**src/verilog/fpga_io_pkg.sv**
```systemverilog
// Shared types, register map and serial timing for the board I/O block; referenced by scoped name
`default_nettype none

package fpga_io_pkg;

	// Processor-side word address and data
	typedef logic [31:0] io_addr_t;
	typedef logic [31:0] io_data_t;

	// Request from the processor I/O port
	// Strobes are one cycle wide, never both high together
	typedef struct packed {
		logic write_en;
		logic read_en;
		io_addr_t address;
		io_data_t write_data;
	} io_req_t;

	// Board LED banks
	typedef logic [17:0] red_led_t;
	typedef logic [8:0] green_led_t;

	// Display register fields
	// Digit 0 in the low nibble
	typedef logic [15:0] hex_digits_t;
	// One bit per digit, set means dark
	typedef logic [3:0] blank_mask_t;
	// Segments g..a, active low
	typedef logic [6:0] seg_t;

	// Serial payload
	typedef logic [7:0] uart_byte_t;

	// Register map, word addresses
	localparam io_addr_t IO_RED_LED = 32'h0000_0000;
	localparam io_addr_t IO_GREEN_LED = 32'h0000_0004;
	localparam io_addr_t IO_HEX_DISPLAY = 32'h0000_0008;
	// Write sends low byte, read gives status
	localparam io_addr_t IO_UART = 32'h0000_000C;

	// Status word bit for transmitter busy
	localparam int UART_STATUS_BUSY_BIT = 0;

	// Clocks per serial bit at clk50
	localparam int UART_CLOCKS_PER_BIT = 16;

endpackage

`default_nettype wire

```
**src/verilog/io_regs.sv**
```systemverilog
// Memory-mapped register block; decodes the processor I/O port into LED, display and UART registers
`timescale 1ns/1ps
`default_nettype none

module io_regs (
	input logic clk50,
	input logic rst_n,
	input fpga_io_pkg::io_req_t io_req,
	output fpga_io_pkg::io_data_t io_read_data,
	output fpga_io_pkg::red_led_t red_led,
	output fpga_io_pkg::green_led_t green_led,
	output fpga_io_pkg::hex_digits_t digits,
	output fpga_io_pkg::blank_mask_t blank,
	output logic tx_start,
	output fpga_io_pkg::uart_byte_t tx_byte,
	input logic tx_busy
);

	// Display register layout, blank mask above the digits
	typedef struct packed {
		fpga_io_pkg::blank_mask_t blank;
		fpga_io_pkg::hex_digits_t digits;
	} display_reg_t;

	display_reg_t display_reg;

	// Address decode
	logic sel_red;
	logic sel_green;
	logic sel_hex;
	logic sel_uart;

	assign sel_red = io_req.address == fpga_io_pkg::IO_RED_LED;
	assign sel_green = io_req.address == fpga_io_pkg::IO_GREEN_LED;
	assign sel_hex = io_req.address == fpga_io_pkg::IO_HEX_DISPLAY;
	assign sel_uart = io_req.address == fpga_io_pkg::IO_UART;

	// LED and display registers
	// Upper write bits beyond each register are dropped
	always_ff @(posedge clk50) begin
		if (!rst_n) begin
			red_led <= '0;
			green_led <= '0;
			display_reg <= '0;
		end else if (io_req.write_en) begin
			if (sel_red)
				red_led <= io_req.write_data[17:0];

			if (sel_green)
				green_led <= io_req.write_data[8:0];

			if (sel_hex)
				display_reg <= io_req.write_data[19:0];
		end
	end

	assign digits = display_reg.digits;
	assign blank = display_reg.blank;

	// Transmit request goes out with the write itself
	// Writes while busy are lost, software polls status first
	assign tx_start = io_req.write_en && sel_uart && !tx_busy;
	assign tx_byte = io_req.write_data[7:0];

	// Registered read reply, held until the next read
	always_ff @(posedge clk50) begin
		if (!rst_n) begin
			io_read_data <= '0;
		end else if (io_req.read_en) begin
			io_read_data <= '0;
			if (sel_red)
				io_read_data <= fpga_io_pkg::io_data_t'(red_led);
			else if (sel_green)
				io_read_data <= fpga_io_pkg::io_data_t'(green_led);
			else if (sel_hex)
				io_read_data <= fpga_io_pkg::io_data_t'(display_reg);
			else if (sel_uart)
				// Busy sampled at the read edge
				io_read_data[fpga_io_pkg::UART_STATUS_BUSY_BIT] <= tx_busy;
		end
	end

	// Port protocol, one strobe per cycle
	assert property (@(posedge clk50) disable iff (!rst_n)
		!(io_req.write_en && io_req.read_en))
		else $error("io_regs: write and read strobes high together");

	// Start only from idle, transmitter must go busy on the next edge
	assert property (@(posedge clk50) disable iff (!rst_n)
		tx_start |-> !tx_busy ##1 tx_busy)
		else $error("io_regs: tx_start not followed by busy transmitter");

endmodule

`default_nettype wire

```
**src/verilog/hex_display.sv**
```systemverilog
// Seven-segment decoder for the four board displays; combinational from the display register
`timescale 1ns/1ps
`default_nettype none

module hex_display (
	input fpga_io_pkg::hex_digits_t digits,
	input fpga_io_pkg::blank_mask_t blank,
	output fpga_io_pkg::seg_t hex0,
	output fpga_io_pkg::seg_t hex1,
	output fpga_io_pkg::seg_t hex2,
	output fpga_io_pkg::seg_t hex3
);

	// Glyphs 0..F, segments g..a, zero lights a segment
	localparam fpga_io_pkg::seg_t GLYPHS [16] = '{
		7'b100_0000,	// 0
		7'b111_1001,	// 1
		7'b010_0100,	// 2
		7'b011_0000,	// 3
		7'b001_1001,	// 4
		7'b001_0010,	// 5
		7'b000_0010,	// 6
		7'b111_1000,	// 7
		7'b000_0000,	// 8
		7'b001_0000,	// 9
		7'b000_1000,	// A
		7'b000_0011,	// b
		7'b100_0110,	// C
		7'b010_0001,	// d
		7'b000_0110,	// E
		7'b000_1110	// F
	};

	fpga_io_pkg::seg_t lane_seg [4];

	// One lane per display, all sharing the table
	for (genvar lane = 0; lane < 4; lane++) begin : g_lane
		// Blanked digit shows nothing
		assign lane_seg[lane] = blank[lane] ? '1 : GLYPHS[digits[lane * 4 +: 4]];
	end

	assign hex0 = lane_seg[0];
	assign hex1 = lane_seg[1];
	assign hex2 = lane_seg[2];
	assign hex3 = lane_seg[3];

endmodule

`default_nettype wire

```
**src/verilog/uart_transmit.sv**
```systemverilog
// Serial transmitter, 8N1, one frame per start pulse; busy stays high for the whole frame
`timescale 1ns/1ps
`default_nettype none

module uart_transmit #(
	parameter int CLOCKS_PER_BIT = 16
) (
	input logic clk50,
	input logic rst_n,
	input logic tx_start,
	input fpga_io_pkg::uart_byte_t tx_byte,
	output logic tx_busy,
	output logic uart_tx
);

	localparam int TIMER_WIDTH = $clog2(CLOCKS_PER_BIT);

	typedef enum logic [1:0] {TX_IDLE, TX_START, TX_DATA, TX_STOP} tx_state_t;

	tx_state_t state;
	logic [TIMER_WIDTH-1:0] bit_timer;
	logic [2:0] bit_index;
	fpga_io_pkg::uart_byte_t shift_reg;
	logic bit_done;
	logic next_data_bit;

	// Last clock of the current bit period
	assign bit_done = bit_timer == '0;

	// A data bit starts after start bit or after any data bit but the 8th
	assign next_data_bit = bit_done && (state == TX_START ||
		(state == TX_DATA && bit_index != 3'd7));

	assign tx_busy = state != TX_IDLE;

	always_ff @(posedge clk50) begin
		if (!rst_n) begin
			state <= TX_IDLE;
			bit_timer <= '0;
			bit_index <= '0;
			uart_tx <= 1'b1;
		end else begin
			if (state == TX_IDLE) begin
				if (tx_start) begin
					// Start bit on the line from this edge
					state <= TX_START;
					bit_timer <= TIMER_WIDTH'(CLOCKS_PER_BIT - 1);
					bit_index <= '0;
					uart_tx <= 1'b0;
				end
			end else if (!bit_done) begin
				bit_timer <= bit_timer - 1'b1;
			end else begin
				bit_timer <= TIMER_WIDTH'(CLOCKS_PER_BIT - 1);
				case (state)
					TX_START: begin
						state <= TX_DATA;
						uart_tx <= shift_reg[0];
					end

					TX_DATA: begin
						if (bit_index == 3'd7) begin
							state <= TX_STOP;
							uart_tx <= 1'b1;
						end else begin
							bit_index <= bit_index + 1'b1;
							uart_tx <= shift_reg[0];
						end
					end

					// Stop bit done, line already high
					default: state <= TX_IDLE;
				endcase
			end
		end
	end

	// Payload shifter, LSB first
	always_ff @(posedge clk50) begin
		if (state == TX_IDLE && tx_start)
			shift_reg <= tx_byte;
		else if (next_data_bit)
			shift_reg <= shift_reg >> 1;
	end

	// Line idles high between frames
	assert property (@(posedge clk50) disable iff (!rst_n)
		state == TX_IDLE |-> uart_tx)
		else $error("uart_transmit: line low while idle");

	// Register block must hold off while a frame is in flight
	assert property (@(posedge clk50) disable iff (!rst_n)
		tx_start |-> state == TX_IDLE)
		else $error("uart_transmit: start request during a frame");

endmodule

`default_nettype wire

```
**src/verilog/fpga_io_top.sv**
```systemverilog
// Board I/O top level; wires the register block to the LED pins, displays and serial line
`timescale 1ns/1ps
`default_nettype none

module fpga_io_top (
	input logic clk50,
	input logic rst_n,

	// Processor I/O port
	input fpga_io_pkg::io_req_t io_req,
	output fpga_io_pkg::io_data_t io_read_data,

	// Board pins
	output fpga_io_pkg::red_led_t red_led,
	output fpga_io_pkg::green_led_t green_led,
	output fpga_io_pkg::seg_t hex0,
	output fpga_io_pkg::seg_t hex1,
	output fpga_io_pkg::seg_t hex2,
	output fpga_io_pkg::seg_t hex3,
	output logic uart_tx
);

	// Display register fields
	fpga_io_pkg::hex_digits_t digits;
	fpga_io_pkg::blank_mask_t blank;

	// Transmit handshake
	logic tx_start;
	logic tx_busy;
	fpga_io_pkg::uart_byte_t tx_byte;

	io_regs io_regs (
		.clk50(clk50),
		.rst_n(rst_n),
		.io_req(io_req),
		.io_read_data(io_read_data),
		.red_led(red_led),
		.green_led(green_led),
		.digits(digits),
		.blank(blank),
		.tx_start(tx_start),
		.tx_byte(tx_byte),
		.tx_busy(tx_busy)
	);

	hex_display hex_display (
		.digits(digits),
		.blank(blank),
		.hex0(hex0),
		.hex1(hex1),
		.hex2(hex2),
		.hex3(hex3)
	);

	uart_transmit #(
		.CLOCKS_PER_BIT(fpga_io_pkg::UART_CLOCKS_PER_BIT)
	) uart_transmit (
		.clk50(clk50),
		.rst_n(rst_n),
		.tx_start(tx_start),
		.tx_byte(tx_byte),
		.tx_busy(tx_busy),
		.uart_tx(uart_tx)
	);

endmodule

`default_nettype wire

```
**config.mk**
```make
export PLATFORM = sky130hd
export DESIGN_NAME = fpga_io_top
export DESIGN_NICKNAME = d
export VERILOG_FILES = /design/src/verilog/fpga_io_pkg.sv /design/src/verilog/io_regs.sv /design/src/verilog/hex_display.sv /design/src/verilog/uart_transmit.sv /design/src/verilog/fpga_io_top.sv
export SDC_FILE = /design/constraint.sdc
export NUM_CORES = 1
export LEC_CHECK = 0
export ABC_AREA = 1
export BUFFER_PORTS_ARGS = -buffer_cell sky130_fd_sc_hd__buf_2
export CORE_ASPECT_RATIO = 1.2
export CORE_MARGIN = 3
export CORE_UTILIZATION = 40
export CTS_BUF_LIST = sky130_fd_sc_hd__clkbuf_16
export CTS_CLUSTER_DIAMETER = 50
export DETAILED_ROUTE_END_ITERATION = 8
export PLACE_DENSITY = 0.75
export SLEW_MARGIN = 20
export SYNTH_ARGS = -nofsm -noshare
export SYNTH_HDL_FRONTEND = slang
export SYNTH_SLANG_ARGS = --single-unit
```
**constraint.sdc**
```tcl
create_clock -name clk50 -period 4 [get_ports clk50]
set_clock_uncertainty 0.1 [all_clocks]
set_input_delay 0.4 -clock clk50 [delete_from_list [all_inputs] [get_ports clk50]]
set_output_delay 0.4 -clock clk50 [all_outputs]
set_load 0.03 [all_outputs]
```
==> reports/qor.yml <==
run_status:
  outcome: "finished, final reports clean"
power:
  power_frac_comb: 0.066
  seqPwrFrac: 0.493
  ir_drop_v: 0.0002294
  internal_power_mw: 1.322
  p_sw_frac: 0.2468
  p_switching_mw: 0.4333
  pwr_density_cell_nw_per_um2: 300.4
  p_clk_frac: 0.441
  power_mw: 1.756
  p_leak_nw: 2.798
synth:
  synth_seq_area_share: 0.3618
  ys_warn_count: 0
  yosysMostFrequentCell: "nand2_1"
  async_reset_ff_frac: 0
  synthMuxAreaShare: 0
  yosys.area.top_type: "dfxtp_1"
  synthTopCellsByArea: "dfxtp_1, nand2_1, ha_1"
  synthAdderAreaFrac: 0.07876
  synth_top_family_by_area: "simple AND/OR/NAND/NOR gates"
  syn_area_per_cell_um2: 6.995
  ys_ff_latch: 85
  synth_cell_type_count: 37
  synth_top_area_frac: 0.3130
  synthSimpleGateAreaFrac: 0.2569
  synth-edff-count: 8
  syn_area_um2: 4925
  ys.flop_type: "dfxtp_1"
  yosys.area_share.xor_xnor: 0.001778
  synth_compound_area_frac: 0.1824
  netlist_instances: 704
  synthTopCellsByCount: "nand2_1, dfxtp_1, inv_1"
grt:
  grt_max_degree: 65
  antenna_found_initial: 0
  grt_pass1_vias: 4498
  grt_overflow: 0
  grt_usage: 0.1923
  grt_first_pass_wirelength_um: 21270
drt:
  routedWlPerCell_um: 13.34
  drt-total-wl_um: 13060
  dr.pass1.iters: 5
  dr_total_vias: 4909
  drt_iter0_drc: 328
  ant_nets: 0
  vias_per_cell: 5.014
  drc_errors: 0
die:
  fp-row-count: 43
  io_pins: 156
  dieArea_um2: 13680
  start_util: 0.4180
  core_area_um2: 11780
  fp.dieH_um: 127.6
  fp.dieW_um: 107.3
finish:
  final_core_util: 0.4961
  largest_register_ffs: 20
  syn_to_final_growth_pct: 18.70
  post_route_cells_drive_above_1_share: 0.2007
  stdcell_count: 979
  antenna_cells: 0
  final_area_um2: 5846
  num-nets-final: 916
  regMostFlops: "io_regs.io_read_data"
clocking:
  cts_buffer_depth: 2
  cts_made_buffers: 9
  cts_tree: "done"
  cts_sinks: 85
  htreeDepth: 3
  cts_root_buffer: "clkbuf_16"
  clk_pin_slew_ps: 60
  hold_buffers: 0
  cts_setup_buffers: 0
  clk_latency_ps: 340
  cts_resized: 0
critical_path:
  r2r.worst_path.cells: 6
  crit_path_start: "io_regs.digits[15]$_SDFFE_PN0P_"
  rrSetupSlack_ps: 1780
  critPathBufInv: 2
  endpoint_kind: "output pin"
  path_depth: 5
  arrival_ps: 1790
  reg2reg_to: "uart_transmit.shift_reg[1]$_DFFE_PP_"
  critPathLaunchType: "flop"
  critPathRequiredTime_ps: 3500
  critPathKind: "reg -> out"
  cp_cell_sequence: "clkinv_1 > nor3_1 > a31oi_1 > o2111ai_1 > buf_2"
  slowest_delay_ps: 480
  crit_fanout: 9
  r2r_start: "uart_transmit.bit_timer[0]$_SDFFE_PN0P_"
  cp_slowest_cell: "dfxtp_1"
  crit_family: "buffers and inverters"
  endpoint: "hex3[0]"
timing:
  rsz0062_at_grt: "no"
  fin_setup_tns_ps: 0
  post-route-worst-setup-slack_ps: 1714
  finalHoldViolCount: 0
  layout_worst_path_cycle_share: 0.5715
  clock.fmax_mhz: 437.4
  finalMaxSlewViolations: 0
  hold_ws_ps: 211.4
  fin_crit_ps: 2286
  finalSetupViolCount: 0
  slew-limit-headroom: 0.2520
  worstMarginPinSlew_ps: 1110
worst_hold_path:
  whs_path_depth: 3
  hold_class: "in -> reg"
placement:
  dp.cells: 963
  place_ws_ps: 1418
  placed_cell_area_um2: 5570
  gp_congestion: 0.8741
  dp_hpwl_um: 9828
  port_buffers: 131
run:
  maxCapViolCount: 0
cells by family (layout without fill, tap and decap cells):
group           Yosys count  in the layout
flops                    85             85
buf+inv                 126            233
other cells               1             12
compound gates          164            164
simple gates            296            296
xor+xnor                  1              1
fa+ha+maj                31             31
power groups by stage:
stage / clock [mW] / combinational, mW / sequential [mW]
floorplan: 0 / 0.0668 / 0.895
global placement: 0 / 0.115 / 0.884
detailed placement: 0 / 0.116 / 0.884
CTS: 0.788 / 0.116 / 0.865
global route: 0.828 / 0.129 / 0.865
finish: 0.775 / 0.116 / 0.865
how the worst min path moves through the flow:
stage	startpoint	endpoint	slack (ps)
5_1_grt	io_req[12]	io_regs.red_led[12]$_SDFFE_PN0P_	220
3_5_place_dp	io_regs.io_read_data[2]$_SDFFE_PN0P_	io_regs.io_read_data[2]$_SDFFE_PN0P_	360
2_1_floorplan	io_regs.blank[2]$_SDFFE_PN0P_	io_regs.io_read_data[18]$_SDFFE_PN0P_	350
6_report	io_req[12]	io_regs.red_led[12]$_SDFFE_PN0P_	210
3_3_place_gp	io_regs.io_read_data[8]$_SDFFE_PN0P_	io_regs.io_read_data[8]$_SDFFE_PN0P_	350
4_1_cts	io_req[12]	io_regs.red_led[12]$_SDFFE_PN0P_	200
worst min-delay path, delay by kind of cell:
| kind | cells | cell delay [ps] |
|---|---|---|
| simple gates | 2 | 120 |
| buf+inv | 1 | 90 |
per-layer routing:
layer,GRT usage,vias to the layer above,share of wire
met3,0.04144,17,0.087
met2,0.3444,201,0.49
met4,0.04515,0,0.013
li1,-,2502,-
met1,0.2340,2189,0.41
met5,0,-,0
layout by cell type (no fill, tap or decap), types with 3 or more instances in the layout:
| cell type | instances |
|---|---|
| a21oi_1 | 63 |
| conb_1 | 12 |
| buf_2 | 131 |
| clkinv_1 | 6 |
| o211ai_1 | 13 |
| dfxtp_1 | 77 |
| a31oi_1 | 4 |
| nor2_4 | 4 |
| o21ai_0 | 72 |
| ha_1 | 31 |
| o31ai_1 | 3 |
| nand3_1 | 54 |
| o2111ai_1 | 5 |
| inv_2 | 3 |
| nand4_1 | 4 |
| nor2_1 | 71 |
| nand2_1 | 150 |
| inv_1 | 76 |
| edfxtp_1 | 8 |
| clkbuf_16 | 9 |
| and2_1 | 3 |
final cells by class:
class | instances | area (µm²)
timing repair buffer | 132 | 663.1
tap | 157 | 196.4
clock buffer | 9 | 225.2
inverter | 85 | 324.1
clock inverter | 7 | 50.05
multi-input combinational | 504 | 2605
fill | 1226 | 5937
sequential | 85 | 1782
No activity file was read; power rests on OpenSTA's default activity.
